[src/rtl/merge_config.svh]
`ifndef MERGE_CONFIG_SVH
`define MERGE_CONFIG_SVH

// Width of one data word, zero is reserved as the end-of-run marker
`define MERGE_DATA_W 16

// Entries per input FIFO, must stay a power of two
`define MERGE_FIFO_DEPTH 8

`endif

[src/rtl/merge_pkg.sv]
`default_nettype none

`include "merge_config.svh"

package merge_pkg;

   // A data word, zero terminates a run
   typedef logic [`MERGE_DATA_W-1:0] word_t;

   // Fill count needs one extra bit to hold the full value
   typedef logic [$clog2(`MERGE_FIFO_DEPTH):0] fifo_cnt_t;

   typedef enum logic [2:0] {
      ST_MERGE,     // Both runs still open
      ST_A_DONE,    // A run ended, draining B
      ST_B_DONE,    // B run ended, draining A
      ST_BOUNDARY,  // Both terminators at the heads
      ST_FINISHED
   } merge_state_e;

endpackage

`default_nettype wire

[src/rtl/merge_control.sv]
`timescale 1ns/1ps
`default_nettype none

module merge_control (
   input  logic i_clk,
   input  logic i_rst_n,
   input  logic i_a_empty,
   input  logic i_b_empty,
   input  logic i_a_zero,
   input  logic i_b_zero,
   input  logic i_a_lte_b,
   input  logic i_out_hold,
   input  logic i_end,
   output logic o_pop_a,
   output logic o_pop_b,
   output logic o_sel_a,
   output logic o_emit,
   output logic o_done
);
   import merge_pkg::*;

   merge_state_e state;
   merge_state_e next_state;
   logic         head_missing;
   logic         stall;

   // Only the heads that the current state looks at can stall it
   always_comb begin
      case (state)
         ST_A_DONE: head_missing = i_b_empty;
         ST_B_DONE: head_missing = i_a_empty;
         ST_FINISHED: head_missing = 1'b0;
         default: head_missing = i_a_empty || i_b_empty;
      endcase
   end

   assign stall = i_out_hold || head_missing;

   always_comb begin
      next_state = state;
      o_pop_a    = 1'b0;
      o_pop_b    = 1'b0;
      o_sel_a    = 1'b1;
      o_emit     = 1'b0;
      case (state)
         ST_MERGE: begin
            if (i_a_empty && i_b_empty && i_end && !i_out_hold) begin
               next_state = ST_FINISHED;   // Drained on a run boundary
            end else if (!stall) begin
               if (i_a_zero) begin
                  next_state = ST_A_DONE;
               end else if (i_b_zero) begin
                  next_state = ST_B_DONE;
               end else begin
                  o_sel_a = i_a_lte_b;
                  o_pop_a = i_a_lte_b;
                  o_pop_b = !i_a_lte_b;
                  o_emit  = 1'b1;
               end
            end
         end
         ST_A_DONE: begin
            o_sel_a = 1'b0;
            if (!stall) begin
               if (i_b_zero) begin
                  next_state = ST_BOUNDARY;
               end else begin
                  o_pop_b = 1'b1;
                  o_emit  = 1'b1;
               end
            end
         end
         ST_B_DONE: begin
            if (!stall) begin
               if (i_a_zero) begin
                  next_state = ST_BOUNDARY;
               end else begin
                  o_pop_a = 1'b1;
                  o_emit  = 1'b1;
               end
            end
         end
         ST_BOUNDARY: begin
            // Both terminators leave together as one zero
            if (!stall) begin
               o_pop_a    = 1'b1;
               o_pop_b    = 1'b1;
               o_emit     = 1'b1;
               next_state = ST_MERGE;
            end
         end
         default: begin
         end
      endcase
   end

   always_ff @(posedge i_clk) begin
      if (!i_rst_n) begin
         state <= ST_MERGE;
      end else begin
         state <= next_state;
      end
   end

   assign o_done = (state == ST_FINISHED);

   a_pop_a_ok : assert property (@(posedge i_clk) disable iff (!i_rst_n)
      o_pop_a |-> !i_a_empty)
      else $error("merge_control: pop of empty A");

   a_pop_b_ok : assert property (@(posedge i_clk) disable iff (!i_rst_n)
      o_pop_b |-> !i_b_empty)
      else $error("merge_control: pop of empty B");

   // Every emitted word consumes exactly the heads it came from
   a_emit_pops : assert property (@(posedge i_clk) disable iff (!i_rst_n)
      o_emit |-> ((state == ST_BOUNDARY) ? (o_pop_a && o_pop_b) : (o_pop_a ^ o_pop_b)))
      else $error("merge_control: emit without matching pops");

endmodule

`default_nettype wire

[src/rtl/merge_datapath.sv]
`timescale 1ns/1ps
`default_nettype none

module merge_datapath (
   input  logic             i_clk,
   input  logic             i_rst_n,
   input  merge_pkg::word_t i_a_head,
   input  merge_pkg::word_t i_b_head,
   input  logic             i_sel_a,
   input  logic             i_emit,
   output logic             o_a_zero,
   output logic             o_b_zero,
   output logic             o_a_lte_b,
   output merge_pkg::word_t o_out_data,
   output logic             o_out_valid
);
   import merge_pkg::*;

   word_t sel_word;
   word_t last_word;
   logic  in_run;

   assign o_a_zero  = (i_a_head == '0);
   assign o_b_zero  = (i_b_head == '0);
   assign o_a_lte_b = (i_a_head <= i_b_head);   // Ties go to A

   assign sel_word = i_sel_a ? i_a_head : i_b_head;

   always_ff @(posedge i_clk) begin
      if (!i_rst_n) begin
         o_out_valid <= 1'b0;
      end else begin
         o_out_valid <= i_emit;
      end
   end

   always_ff @(posedge i_clk) begin
      if (i_emit) begin
         o_out_data <= sel_word;
      end
   end

   // Track the previous output word to check run order
   always_ff @(posedge i_clk) begin
      if (!i_rst_n) begin
         in_run <= 1'b0;
      end else if (o_out_valid) begin
         in_run <= (o_out_data != '0);   // A zero closes the run
      end
   end

   always_ff @(posedge i_clk) begin
      if (o_out_valid) begin
         last_word <= o_out_data;
      end
   end

   // Sorted inputs and correct selection keep each output run ascending
   a_run_sorted : assert property (@(posedge i_clk) disable iff (!i_rst_n)
      (o_out_valid && in_run && (o_out_data != '0)) |-> (o_out_data >= last_word))
      else $error("merge_datapath: output run out of order");

endmodule

`default_nettype wire

[src/rtl/merge_fifo.sv]
`timescale 1ns/1ps
`default_nettype none

`include "merge_config.svh"

module merge_fifo (
   input  logic                 i_clk,
   input  logic                 i_rst_n,
   input  logic                 i_push,
   input  merge_pkg::word_t     i_data,
   input  logic                 i_pop,
   output merge_pkg::word_t     o_head,
   output logic                 o_empty,
   output logic                 o_full,
   output merge_pkg::fifo_cnt_t o_count
);
   import merge_pkg::*;

   localparam int ADDR_W = $clog2(`MERGE_FIFO_DEPTH);

   word_t             mem [`MERGE_FIFO_DEPTH];
   logic [ADDR_W-1:0] wr_ptr;
   logic [ADDR_W-1:0] rd_ptr;
   fifo_cnt_t         count;
   logic              do_push;
   logic              do_pop;

   assign do_push = i_push && !o_full;   // A push into a full FIFO is lost
   assign do_pop  = i_pop && !o_empty;

   assign o_empty = (count == '0);
   assign o_full  = (count == fifo_cnt_t'(`MERGE_FIFO_DEPTH));
   assign o_count = count;

   // Head is read straight from the array so it falls through
   assign o_head = mem[rd_ptr];

   always_ff @(posedge i_clk) begin
      if (!i_rst_n) begin
         wr_ptr <= '0;
         rd_ptr <= '0;
         count  <= '0;
      end else begin
         if (do_push) begin
            wr_ptr <= wr_ptr + 1'b1;   // Pointers wrap on their own
         end
         if (do_pop) begin
            rd_ptr <= rd_ptr + 1'b1;
         end
         if (do_push && !do_pop) begin
            count <= count + 1'b1;
         end else if (do_pop && !do_push) begin
            count <= count - 1'b1;
         end
      end
   end

   always_ff @(posedge i_clk) begin
      if (do_push) begin
         mem[wr_ptr] <= i_data;
      end
   end

   // The sender paces itself on the full flag
   a_no_overflow : assert property (@(posedge i_clk) disable iff (!i_rst_n)
      !(i_push && o_full))
      else $error("merge_fifo: push while full, word dropped");

   // Control only pops a head it has seen
   a_no_underflow : assert property (@(posedge i_clk) disable iff (!i_rst_n)
      !(i_pop && o_empty))
      else $error("merge_fifo: pop while empty");

endmodule

`default_nettype wire

[src/rtl/merge_top.sv]
`timescale 1ns/1ps
`default_nettype none

module merge_top (
   input  logic             i_clk,
   input  logic             i_rst_n,
   input  logic             i_a_push,
   input  logic             i_b_push,
   input  logic             i_end,
   input  logic             i_out_hold,
   input  merge_pkg::word_t i_a_data,
   input  merge_pkg::word_t i_b_data,
   output logic             o_a_full,
   output logic             o_b_full,
   output logic             o_out_valid,
   output logic             o_done,
   output merge_pkg::word_t o_out_data
);
   import merge_pkg::*;

   word_t     a_head;
   word_t     b_head;
   logic      a_empty;
   logic      b_empty;
   logic      a_zero;
   logic      b_zero;
   logic      a_lte_b;
   logic      pop_a;
   logic      pop_b;
   logic      sel_a;
   logic      emit;

   merge_fifo u_fifo_a (
      .i_clk   (i_clk),
      .i_rst_n (i_rst_n),
      .i_push  (i_a_push),
      .i_data  (i_a_data),
      .i_pop   (pop_a),
      .o_head  (a_head),
      .o_empty (a_empty),
      .o_full  (o_a_full),
      .o_count ()
   );

   merge_fifo u_fifo_b (
      .i_clk   (i_clk),
      .i_rst_n (i_rst_n),
      .i_push  (i_b_push),
      .i_data  (i_b_data),
      .i_pop   (pop_b),
      .o_head  (b_head),
      .o_empty (b_empty),
      .o_full  (o_b_full),
      .o_count ()
   );

   merge_datapath u_datapath (
      .i_clk       (i_clk),
      .i_rst_n     (i_rst_n),
      .i_a_head    (a_head),
      .i_b_head    (b_head),
      .i_sel_a     (sel_a),
      .i_emit      (emit),
      .o_a_zero    (a_zero),
      .o_b_zero    (b_zero),
      .o_a_lte_b   (a_lte_b),
      .o_out_data  (o_out_data),
      .o_out_valid (o_out_valid)
   );

   merge_control u_control (
      .i_clk      (i_clk),
      .i_rst_n    (i_rst_n),
      .i_a_empty  (a_empty),
      .i_b_empty  (b_empty),
      .i_a_zero   (a_zero),
      .i_b_zero   (b_zero),
      .i_a_lte_b  (a_lte_b),
      .i_out_hold (i_out_hold),
      .i_end      (i_end),
      .o_pop_a    (pop_a),
      .o_pop_b    (pop_b),
      .o_sel_a    (sel_a),
      .o_emit     (emit),
      .o_done     (o_done)
   );

endmodule

`default_nettype wire

[config.mk]
export PLATFORM = sky130hd
export DESIGN_NAME = merge_top
export DESIGN_NICKNAME = d
export VERILOG_FILES = /design/src/rtl/merge_pkg.sv /design/src/rtl/merge_control.sv /design/src/rtl/merge_datapath.sv /design/src/rtl/merge_fifo.sv /design/src/rtl/merge_top.sv
export VERILOG_INCLUDE_DIRS = /design/src /design/src/rtl
export SDC_FILE = /design/constraint.sdc
export NUM_CORES = 1
export LEC_CHECK = 0
export BUFFER_PORTS_ARGS = -buffer_cell sky130_fd_sc_hd__buf_2
export CORE_MARGIN = 8
export CORE_UTILIZATION = 30
export CTS_BUF_LIST = sky130_fd_sc_hd__clkbuf_4
export DETAILED_ROUTE_END_ITERATION = 16
export HOLD_SLACK_MARGIN = 0.02
export MAX_ROUTING_LAYER = met4
export PLACE_DENSITY = 0.44
export SYNTH_ARGS = -nofsm -noshare
export SYNTH_HDL_FRONTEND = slang
export SYNTH_SLANG_ARGS = --single-unit
[constraint.sdc]
create_clock -name i_clk -period 9.95 [get_ports i_clk]
set_clock_uncertainty 0.2 [all_clocks]
set_input_delay 0.995 -clock i_clk [delete_from_list [all_inputs] [get_ports i_clk]]
set_output_delay 0.995 -clock i_clk [all_outputs]
set_load 0.01 [all_outputs]
* After elaboration in Yosys (flattened, before gate mapping)
Memory sizes are Yosys's and may differ from the RTL's. A register that Yosys moved wholly into a read port is not among the register bits. Index checks and enable logic that the tools add are counted.
Storage, ports and cells: flip-flop bits (word level) 40, bits in latches 0, bits in writable memories 256, memory bits (read-only) 0, bits of input ports 38, output and inout bits 20, logic and storage cells 113, memories kept 2
Operators by class: $add $sub $neg 8, multipliers 0, div/mod/pow operators 0, $lt $le $gt $ge 1, equal/unequal tests 13, shifts and indexed selects 0, muxes and demuxes 48, bitwise logic cells 0, reduce and logical (&&, ||, !) cells 32
Memories:
- u_fifo_a.mem | words 8, width 16, rd ports 1, clocked after memory_dff 1, wr ports 1, RTL line merge_fifo.sv:21 | word_t mem [`MERGE_FIFO_DEPTH];
- u_fifo_b.mem | words 8, width 16, rd ports 1, clocked after memory_dff 1, wr ports 1, RTL line merge_fifo.sv:21
Operator list (number):
- 2-to-1 mux 3 bit | 13
- zero test 16 bit | 2
- 2-to-1 mux 1 bit | 24
- less-or-equal comparator 16 bit | 1
- 2-to-1 mux 16 bit | 1
- 2-to-1 mux 4 bit | 4
- adder 3 x 1 -> 3 bit (second input constant) | 4
- case mux 3 bit (4 select lines) | 1
- logical AND 1 bit | 11
- zero test 1 bit | 10
- inequality test 2 bit (second input constant) | 5
- case mux 1 bit (3 select lines) | 3
- adder 4 x 1 -> 4 bit (second input constant) | 2
- == test 4 bit (second input constant) | 2
- zero test 4 bit | 2
- AND reduction 8 bit | 1
- subtractor 4 x 1 -> 4 bit (second input constant) | 2
- == test 3 x 2 -> 1 bit (second input constant) | 2
- inequality test 4 x 3 -> 1 bit (second input constant) | 1
- case mux 1 bit (4 select lines) | 1
- nonzero test 2 bit | 2
- nonzero test 4 bit | 1
- == test 3 x 1 -> 1 bit (second input constant) | 1
- == test 3 bit (second input constant) | 1
- 4 further kinds | 5

* Depth between registers and ports, before layout
Gate-level depths: netlist of the first run.
depth in word-level cells 11, depth in mapped cells 21, gate-level depth less buffers 19

* By module
A second synthesis of the first run with hierarchy kept.
Unflattened totals: cell total of the unflattened synthesis 686, area, all modules 12724.7 µm²
By module, submodules not included:
- merge_fifo | instances 2, cells an instance 258, area an instance 5605.4 µm², sequential area each 4103.9 µm²
- merge_datapath | instances 1, cells an instance 118, area an instance 1138.6 µm², sequential area each 500.5 µm²
- merge_control | instances 1, cells an instance 52, area an instance 375.4 µm², sequential area each 60.1 µm²

* Least setup slack after synthesis of the first run
Ideal clock, no wire load.
kind reg2reg, start point register with a tool-made name, end point register u_fifo_a.count[3], in the netlist u_fifo_a.o_count[3], setup time 70 ps, data arrival time 4289 ps, required time 9680 ps, setup slack 5391 ps, cell stages (with the launch flop) 21, path buffers 2, period minus slack after synthesis 4559 ps, path through dfxtp_1 -> buf_2 -> buf_6 -> mux4_2 -> mux2i_1 -> inv_1 -> ha_1 -> a211o_1 -> o41ai_1 -> a21o_1 -> a41oi_1 -> nor2_1 -> inv_1 -> ha_1 -> inv_1 -> ha_1 -> a21o_1 -> a21oi_1 -> xnor2_1 -> or3_1 -> a21boi_1
RTL lines:
- to (signal assigned) | RTL line merge_fifo.sv:51 | count <= count + 1'b1;
- to (signal assigned) | RTL line merge_fifo.sv:53 | count <= count - 1'b1;
- to (decl) | RTL line merge_fifo.sv:24 | fifo_cnt_t count;

==> metrics.txt, run 1 <==
Final GP Congestion ~0.77; synthesized net count around 740; IO Pins 58; number of global-route vias before repair 6,965; startpoint types register; area grow syn2layout 16.76%; ys async rst share 0%; die area ~48,000 µm²; Worst R2R Path Depth 20; Max VDD drop 0.05948 mV; Pwr Density around 230 nW/µm²; GR Overflow Total 0; most common flop cell mapped by yosys edfxtp_1; crit share post-route a little under three fifths; CTS tree yes; initial core utilization between 30 and 40%; CTS sink count 302; Tmin final about 5.6 ns; core area roughly 40,000 µm²; CTS buffer count between 80 and 90; First-pass DRT Iterations 4; run status finished clean; Req. time, crit path roughly 10 ns; largest net degree at the start of global routing 33; share of cells above drive strength 1 33.30%; Tightest Pin Transition ~1.2 ns; Clock Latency Late Sink roughly 0.73 ns; H-tree depth 3; Post-Syn Area 12,380 µm²; fmax between 150 and 200 MHz; via count 6,582; Yosys cell types 47; Global Route Usage Sum approximately 12%; Avg WL per Cell 20.54 µm; most frequent cells in the layout edfxtp_1 (272), clkbuf_4 (119), mux4_2 (64), buf_2 (57), mux2i_1 (54); Setup Buffers After CTS 0; Final HPWL DP about 17 mm; crit path DAT 6.08 ns; leakage between 4 and 5 nW; FF+latch count, synth about 300; Yosys top cell by area edfxtp_1; Routed Antenna Nets 0; post-CTS sizing 0; Longest Clk Path Bufs 3; DRC errors left 0; setup TNS 0 ns; Final Net Count 870; maxcap violations 0; Crit Path Max Fanout 32; Hold Path Cell Cnt 2; final WL between 20 and 30 mm; Final setup viols 0; Die Span X 219.2 µm; Hold WS 0.2696 ns; clock slew at reported path FFs approximately 0.06 ns; Crit Path Category reg -> reg; Yosys top cell area share 65.96%; hold path startpoint u_fifo_a.rd_ptr[1]; Post-Synthesis Cells roughly 670; yosys warns 0; Seq/Total Area, Yosys a little over two thirds; cts hold-fix bufs 0; Post-synth EDFFs 272; Slew HR between 20% and 30%; vias per inst ~4.7; Power Total roughly 3.4 mW; Die Y about 220 µm; max-slew violations 0; first-pass GRT wire length between 40 and 50 mm; RSZ-0062 raised after global routing no; commonest non-fill, non-tap cell in the layout edfxtp_1; input/output buffers 57; Final Hold Fails 0; Avg Inst Size Synth between 15 and 20 µm²; Hold WC Path Type reg -> reg; Critical Path End Type register; Cell Rows 74; Synth area leaders edfxtp_1 (66%), mux4_2 (12%), dfxtp_1 (4.8%); Clk Tree Root Cell clkbuf_4; Starting DRT DRC Count a little under 400; antenna violations before repair 4
==> cell usage after synthesis, drive strengths merged, types with 5 or more instances <==
| master | n |
|---|---|
| inv | 28 |
| nand3 | 6 |
| xnor2 | 9 |
| a21oi | 16 |
| nand4 | 13 |
| ha | 26 |
| buf | 20 |
| dfxtp | 30 |
| edfxtp | 272 |
| nor3 | 9 |
| mux4 | 64 |
| nor2 | 12 |
| o21ai | 13 |
| nor2b | 9 |
| a21boi | 5 |
| and2 | 12 |
| nand2b | 9 |
| clkbuf | 9 |
| mux2i | 54 |
| nand2 | 21 |
==> metrics by stage <==
stage          util (%)  setup WS (ns)  area, µm²  instances
5_1_grt           35.41          3.967      14460       1407
3_5_place_dp      32.88          4.308      13420       1253
2_1_floorplan         -          5.391      12380        672
3_3_place_gp      32.88          4.491      13420       1253
6_report          35.41          4.315      14460       1407
4_1_cts           35.39          4.320      14450       1403
==> area by class of cell <==
class	instances	area (µm²)
Antenna cell	4	10.01
Multi-Input combinational cell	313	3440
Clock buffer	119	893.4
Fill cell	3850	26370
Timing Repair Buffer	78	442.9
Inverter	28	105.1
Clock inverter	31	131.4
Tap cell	532	665.6
Sequential cell	302	8771
==> cell families after synthesis <==
kind of cell | count (synthesis) | share of synthesized area [%]
multiplexers | 118 | 16.00
AND/OR/NAND/NOR | 108 | 4.850
buffers and inverters | 57 | 2.233
flip-flops | 302 | 70.81
adder cells (fa/ha/maj) | 28 | 2.950
XOR/XNOR | 11 | 0.7781
AO/OA/AOI/OAI | 48 | 2.375
==> metal layers <==
layer	up-vias	wire length (µm)	share of wire, %	GRT usage (%)
li1	3016	-	-	-
met3	35	1796	6.2	3.731
met2	160	13550	47	18.88
met5	-	0	0	-
met1	3371	13040	45	15.54
met4	0	512	1.8	5.071
==> registers in the layout, summed over array words and instances, names as in the netlist, named ones only <==
register	flops
u_datapath.o_out_valid	1
u_fifo_a.mem	128
u_fifo_b.wr_ptr	3
u_fifo_b.rd_ptr	3
u_datapath.o_out_data	16
u_fifo_b.o_count	4
u_fifo_a.o_count	4
u_fifo_b.mem	128
u_control.state	3
u_fifo_a.rd_ptr	3
u_fifo_a.wr_ptr	3
==> worst paths after layout <==
check | endpoint | slack (ns)
setup / recovery | u_fifo_b.o_count[3] | 4.32
hold / removal | register | 0.27
setup reg to reg | u_fifo_b.o_count[3] | 4.32
hold reg to reg | register | 0.27
==> worst max-delay path, stage by stage (launching register included) <==
cell and delay (ns):
dfxtp_2 0.31, buf_4 0.52, mux4_2 0.58, mux2i_1 0.47
inv_1 0.10, ha_1 0.33, nand4_1 0.18, a211oi_1 0.26
o41ai_1 0.13, a21oi_1 0.31, nand3_1 0.14, o22ai_1 0.40
inv_1 0.10, ha_1 0.23, inv_1 0.11, ha_1 0.24
a21o_1 0.18, a21oi_1 0.16, xnor2_1 0.09, or3_1 0.32
a21boi_1 0.18
==> report_power, final <==
group	internal (mW)	switching, mW	total [mW]	leakage [nW]
clock network	0.553	0.503	1.06	0.615
logic	0.288	0.443	0.730	1.48
registers	1.51	0.0581	1.57	2.72
Note: power is estimated with default switching activity, not from simulation.
==> run 2: changes to the inputs <==
clock period = 5.3 ns   (was 9.95 ns; I/O delays follow)
==> run 2 against run 1 <==
- register-to-register slack lost 4.0 ns
- combinational power grew 110%
- die area is the same
- sequential share of layout area shrank 2.6 points
- critical path depth is the same
- design area grew 4.5%
- cell count grew 3.5%
- first-iteration DRC count shrank 15%
- global-route usage grew 0.069 points
- sequential power grew 89%
- routed wire length grew 0.59%
- hold slack lost 0.14 ns
- critical path type unchanged
==> metrics.txt, run 2 (synthesized netlist as in run 1, its figures left out) <==
run status finished clean; startpoint types register; final WL 29.07 mm (+0.59%); fin worst setup slack 0.3325 ns (-3.983 ns); Slew HR 19.20% (-3.1 points); max-slew violations 0 (unchanged); Die Y 219.2 µm (unchanged); fin area 15,100 µm² (+4.5%); Max VDD drop 0.1563 mV (+160%); number of global-route vias before repair 7,466 (+7.2%); initial core utilization 30.33% (unchanged); maxcap violations 0 (unchanged); Routed Antenna Nets 0 (unchanged); Die Span X 219.2 µm (unchanged); commonest non-fill, non-tap cell in the layout edfxtp_1; Hold WS 0.1275 ns (-0.1421 ns); dpl cells 1,278 (+2.0%); via count 6,762 (+2.7%); Final setup viols 0 (unchanged); crit path DAT 5.36 ns (-0.72 ns); largest registers u_fifo_a.mem: 128 flops, u_fifo_b.mem: 128 flops, u_datapath.o_out_data: 16 flops; Starting DRT DRC Count 334 (-15%); Avg WL per Cell 19.96 µm (-2.8%); area grow syn2layout 21.98%; share of cells above drive strength 1 34.64% (+1.3 points); Longest Clk Path Bufs 3 (unchanged); CTS tree yes; Final Hold Fails 0 (unchanged); Placement Setup Slack 0.07820 ns (-4.229 ns); core area 40,830 µm² (unchanged); Final GP Congestion 0.8248 (+7.4%); Multi-input gate area 3463 µm² (+0.69%); Final HPWL DP 17.91 mm (+3.2%); die area 48,030 µm² (unchanged); antenna violations before repair 3 (-1); largest net degree at the start of global routing 33 (unchanged); Crit Path Category reg -> reg; Final Net Count 933 (+7.2%); Clk Tree Root Cell clkbuf_4; Crit Path Max Fanout 16 (-50%); placed cell areas 13,650 µm² (+1.7%); First-pass DRT Iterations 4 (unchanged); CTS buffer count 80 (-1.2%); CTS sink count 302 (unchanged); layout filler cell count 3,791 (-1.5%); non-filler cells, final 1,456 (+3.5%); DRC errors left 0 (unchanged); Pwr Density 430.4 nW/µm² (+85%); first-pass GRT wire length 43.87 mm (+2.3%); crit share post-route 93.73% (+37 points); fmax 201.3 MHz (+13%); setup TNS 0 ns (unchanged); clock slew at reported path FFs 0.06 ns (about the same); RSZ-0062 raised after global routing no; leakage 5.116 nW (+6.2%); input/output buffers 57 (unchanged); IO Pins 58 (unchanged); Req. time, crit path 5.70 ns (-4.70 ns); Critical Path End Type register; Clock Latency Late Sink 0.70 ns (-0.03 ns); Hold WC Path Type in -> reg; most frequent cells in the layout edfxtp_1 (272), clkbuf_4 (113), mux4_2 (64), buf_2 (57), mux2i_1 (51); vias per inst 4.644 (-0.72%); Register Area 8773 µm² (about the same); Cell Rows 74 (unchanged); Global Route Usage Sum 12.54% (+0.069 points); GR Overflow Total 0 (unchanged); Tightest Pin Transition 1.208 ns (+0.04262 ns); H-tree depth 3 (unchanged); Tmin final 4.967 ns (-0.6671 ns)
-- run 2: changes by cell type in the layout (fill, tap and decap cells not counted), moves of 2 or more --
cell,delta
buf_4,+28
mux2i_1,-3
mux2i_2,+3
inv_2,-2
clkbuf_4,-6
bufinv_16,+3
dlygate4sd3_1,+32
clkinv_1,-6
clkinv_2,-5
buf_12,+3
-- run 2: metal layers --
layer	wire, µm	part of all wire [%]	global-route usage (%)
met2	14070	48	19.91
met5	0	0	-
met3	1368	4.7	2.988
met4	472	1.6	4.070
met1	13160	45	15.74
-- run 2: where the power goes --
group,leakage [nW],switching (mW),internal (mW)
registers,2.72,0.120,2.84
clock network,0.597,0.917,1.13
logic,1.80,0.849,0.650
-- run 2: worst max-delay path, cell delays in order, from the launching register on --
cell and delay (ns):
dfxtp_2 0.39, buf_12 0.20, mux4_2 0.51, mux2i_1 0.34, inv_1 0.09, ha_1 0.29, nand4_1 0.18, a211oi_2 0.29
o41ai_2 0.14, a21oi_1 0.24, nand3_1 0.11, o22ai_1 0.27, inv_1 0.08, ha_1 0.22, inv_1 0.12, ha_1 0.24
a21o_1 0.18, a21oi_1 0.16, xnor2_1 0.11, or3_1 0.32, a21boi_1 0.16
-- run 2: area by class of cell --
class,count,share of cell area (%)
Clock buffer,113,5.616
Inverter,28,0.6958
Tap cell,532,4.407
Multi-Input combinational cell,313,22.93
Clock inverter,23,1.209
Sequential cell,302,58.08
Timing Repair Buffer,142,7.008
Antenna cell,3,0.04970
-- run 2: final timing paths --
check | start | end | slack, ns | cells after the start
setup / recovery | register | u_fifo_b.o_count[3] | 0.33 | 20
hold / removal | i_rst_n | register | 0.13 | 3
setup reg to reg | register | u_fifo_b.o_count[3] | 0.33 | 20
hold reg to reg | u_fifo_a.rd_ptr[1] | register | 0.28 | 2
-- run 2: through the flow --
| step | util [%] | total power, mW |
|---|---|---|
| 6_report | 36.99 | 6.500 |
| 3_5_place_dp | 33.43 | 4.489 |
| 2_1_floorplan | - | 3.870 |
| 4_1_cts | 36.74 | 6.606 |
| 5_1_grt | 36.99 | 6.888 |
| 3_3_place_gp | 33.43 | 4.454 |
-- run 2: timing repair --
item	CTS	global route
endpoints found under the hold margin	256	0
hold buffers	32	0
endpoints found under the setup margin	0	2
gates resized for setup	0	6
setup buffers	0	6
==> run 3: changes to the inputs <==
CORE_UTILIZATION = 55   (was 30)
PLACE_DENSITY = 0.72   (was 0.44)
==> run 3 against run 2 <==
- die area shrank 43%
- sequential power is essentially flat
- non-clock buffer count shrank 23
- combinational power down 8%
- cell count decreased by 19%
- hold slack improved by 0.021 ns
- design area shrank 3.8%
- core utilization increased by 28 points
- worst setup slack lost 0.035 ns
- first-iteration DRC count rose by 44%
- routed wire length down 14%
- global-route usage increased by 6.2 points
==> metrics.txt, run 3 (synthesized netlist as in run 1, its figures left out) <==
run status finished clean; Die Y 166.1 µm (-24%); first-pass GRT wire length 38.87 mm (-11%); fin area 14,520 µm² (-3.8%); leakage 4.964 nW (-3.0%); RSZ-0062 raised after global routing no; Final Hold Fails 0 (unchanged); DRT met1 WL 10.84 mm (-18%); startpoint types register; Global Route Usage Sum 18.75% (+6.2 points); Pwr Density 433.4 nW/µm² (+0.70%); Cell Rows 55 (-26%); most frequent cells in the layout edfxtp_1 (272), clkbuf_4 (108), mux4_2 (64), buf_2 (57), mux2i_1 (54); metal2 WL 11.92 mm (-15%); Starting DRT DRC Count 480 (+44%); Tmin final 5.002 ns (+0.03495 ns); Setup Buffers After CTS 0 (unchanged); Routed Antenna Nets 0 (unchanged); Crit path max-delay family compound AO/OA/AOI/OAI gates; Tightest Pin Transition 1.105 ns (-0.1034 ns); GR Overflow Total 0 (unchanged); Final GP Congestion 0.8433 (+2.2%); initial core utilization 55.37% (+25 points); Top Metal Used met4; Crit Path Max Fanout 26 (+10); Buf/Inv on CP 4 (unchanged); Final HPWL DP 15.76 mm (-12%); fmax 199.9 MHz (-0.70%); Power Total 6.295 mW (-3.2%); slowest CP cell mux4_2; final WL 24.86 mm (-14%); vias per inst 5.744 (+24%); Max VDD drop 0.2585 mV (+65%); clock group share of total power 31.1% (-0.3 points); largest registers u_fifo_a.mem: 128 flops, u_fifo_b.mem: 128 flops, u_datapath.o_out_data: 16 flops; clock slew at reported path FFs 0.06 ns (about the same); area grow syn2layout 17.29%; number of global-route vias before repair 7,045 (-5.6%); input/output buffers 57 (unchanged); core area 22,370 µm² (-45%); max-slew violations 0 (unchanged); Reg power frac 47.1% (+1.6 points); dpl cells 1,015 (-21%); Util after Layout 64.94% (+28 points); largest net degree at the start of global routing 33 (unchanged); Req. time, crit path 5.66 ns (-0.04 ns); commonest non-fill, non-tap cell in the layout edfxtp_1; via count 6,755 (-0.10%); non-filler cells, final 1,176 (-19%); critical path, cell by cell buf_12 -> mux4_2 -> mux2i_1 -> inv_1 -> ha_1 -> nand4_1 -> a211oi_1 -> o41ai_1 -> a21oi_1 -> nand3_1 -> o22ai_1 -> inv_1 -> ha_1 -> inv_1 -> ha_1 -> a21o_1 -> a21oi_1 -> xnor2_1 -> or3_1 -> a21boi_1; combinational power share 21.9% (-1.2 points); die area 27,570 µm² (-43%); CTS buffer count 77 (-3.8%); CTS tree yes; met3 WL 1.478 mm (+8.0%); layout filler cell count 1,525 (-60%); Register Area 8773 µm² (unchanged); share of cells above drive strength 1 32.13% (-2.5 points); Internal 4.515 mW (-2.1%); Crit Path Category reg -> reg; First-pass DRT Iterations 7 (+3); Clock Latency Late Sink 0.67 ns (-0.03 ns); antenna violations before repair 1 (-2); maxcap violations 0 (unchanged); NetSw 1.779 mW (-5.7%); Longest Clk Path Bufs 3 (unchanged); setup TNS 0 ns (unchanged); Critical Path End Type register; IO Pins 58 (unchanged); Multi-input gate area 3440 µm² (-0.69%); Final Net Count 907 (-2.8%); slowest stage delay, CP 0.52 ns (about the same); placed cell areas 13,220 µm² (-3.1%); Clk Tree Root Cell clkbuf_4; H-tree depth 3 (unchanged); Final setup viols 0 (unchanged); crit path DAT 5.36 ns (about the same); Slew HR 26.35% (+7.2 points); Avg WL per Cell 21.14 µm (+5.9%); Die Span X 166.1 µm (-24%); DRC errors left 0 (unchanged); crit share post-route 94.39% (+0.66 points); Sw Share 28.27% (-0.75 points); CTS sink count 302 (unchanged); Hold WC Path Type in -> reg
[run 3: cell types whose count changed in the layout (fill, tap and decap cells not counted), sizes merged]
cell      change
buf          -22
clkbuf        -6
clkinvlp      -2
diode         -2
clkinv        -1
[run 3: layer usage]
layer  track usage, %  up-vias
met2            28.47      259
li1                 -     3064
met5                -        -
met3            4.255       51
met4            7.312        0
met1            24.45     3381
[run 3: power by group through the flow]
stage	registers (mW)	clock network (mW)	logic, mW
6_report	2.96	1.96	1.38
5_1_grt	2.98	2.13	1.52
4_1_cts	2.97	2.01	1.38
3_5_place_dp	3.01	0	1.36
3_3_place_gp	3.00	0	1.32
2_1_floorplan	2.98	0	0.894
[run 3: layout make-up]
type	instances	area share [%]
Sequential cell	302	60.41
Tap cell	285	2.455
Clock inverter	20	1.154
Antenna cell	1	0.01723
Clock buffer	108	5.582
Inverter	28	0.7236
Timing Repair Buffer	119	5.979
Multi-Input combinational cell	313	23.68
[run 3: timing repair]
action                                  in CTS  in global routing
hold endpoints to repair                   256                  0
endpoints found under the setup margin       0                  1
gates resized for setup                      0                  1
hold buffers                                32                  0
[run 3: final timing paths]
check | end | slack (ns) | startpoint | depth (start not counted)
setup / recovery | u_fifo_b.o_count[3] | 0.30 | register | 20
hold / removal | u_fifo_a.wr_ptr[0] | 0.15 | i_rst_n | 2
setup reg to reg | u_fifo_b.o_count[3] | 0.30 | register | 20
hold reg to reg | u_fifo_a.rd_ptr[2] | 0.27 | u_fifo_a.rd_ptr[2] | 2
[run 3: metrics by stage]
stage               hold slack, ns  setup WS [ns]
finish                      0.1481         0.2976
CTS                         0.1060         0.2438
floorplan                   0.2457         0.7406
detailed placement          0.2707         0.2714
global placement            0.2567         0.4219
global route                0.1214        0.08932
[run 3: worst reg2reg max path, delay by kind of cell (launching register included)]
kind            cells  cell delay, ns
compound gates      7            1.38
fa+ha+maj           3            0.78
xor+xnor            1            0.09
simple gates        3            0.58
buf+inv             4            0.51
flops               1            0.35
mux                 2            1.02
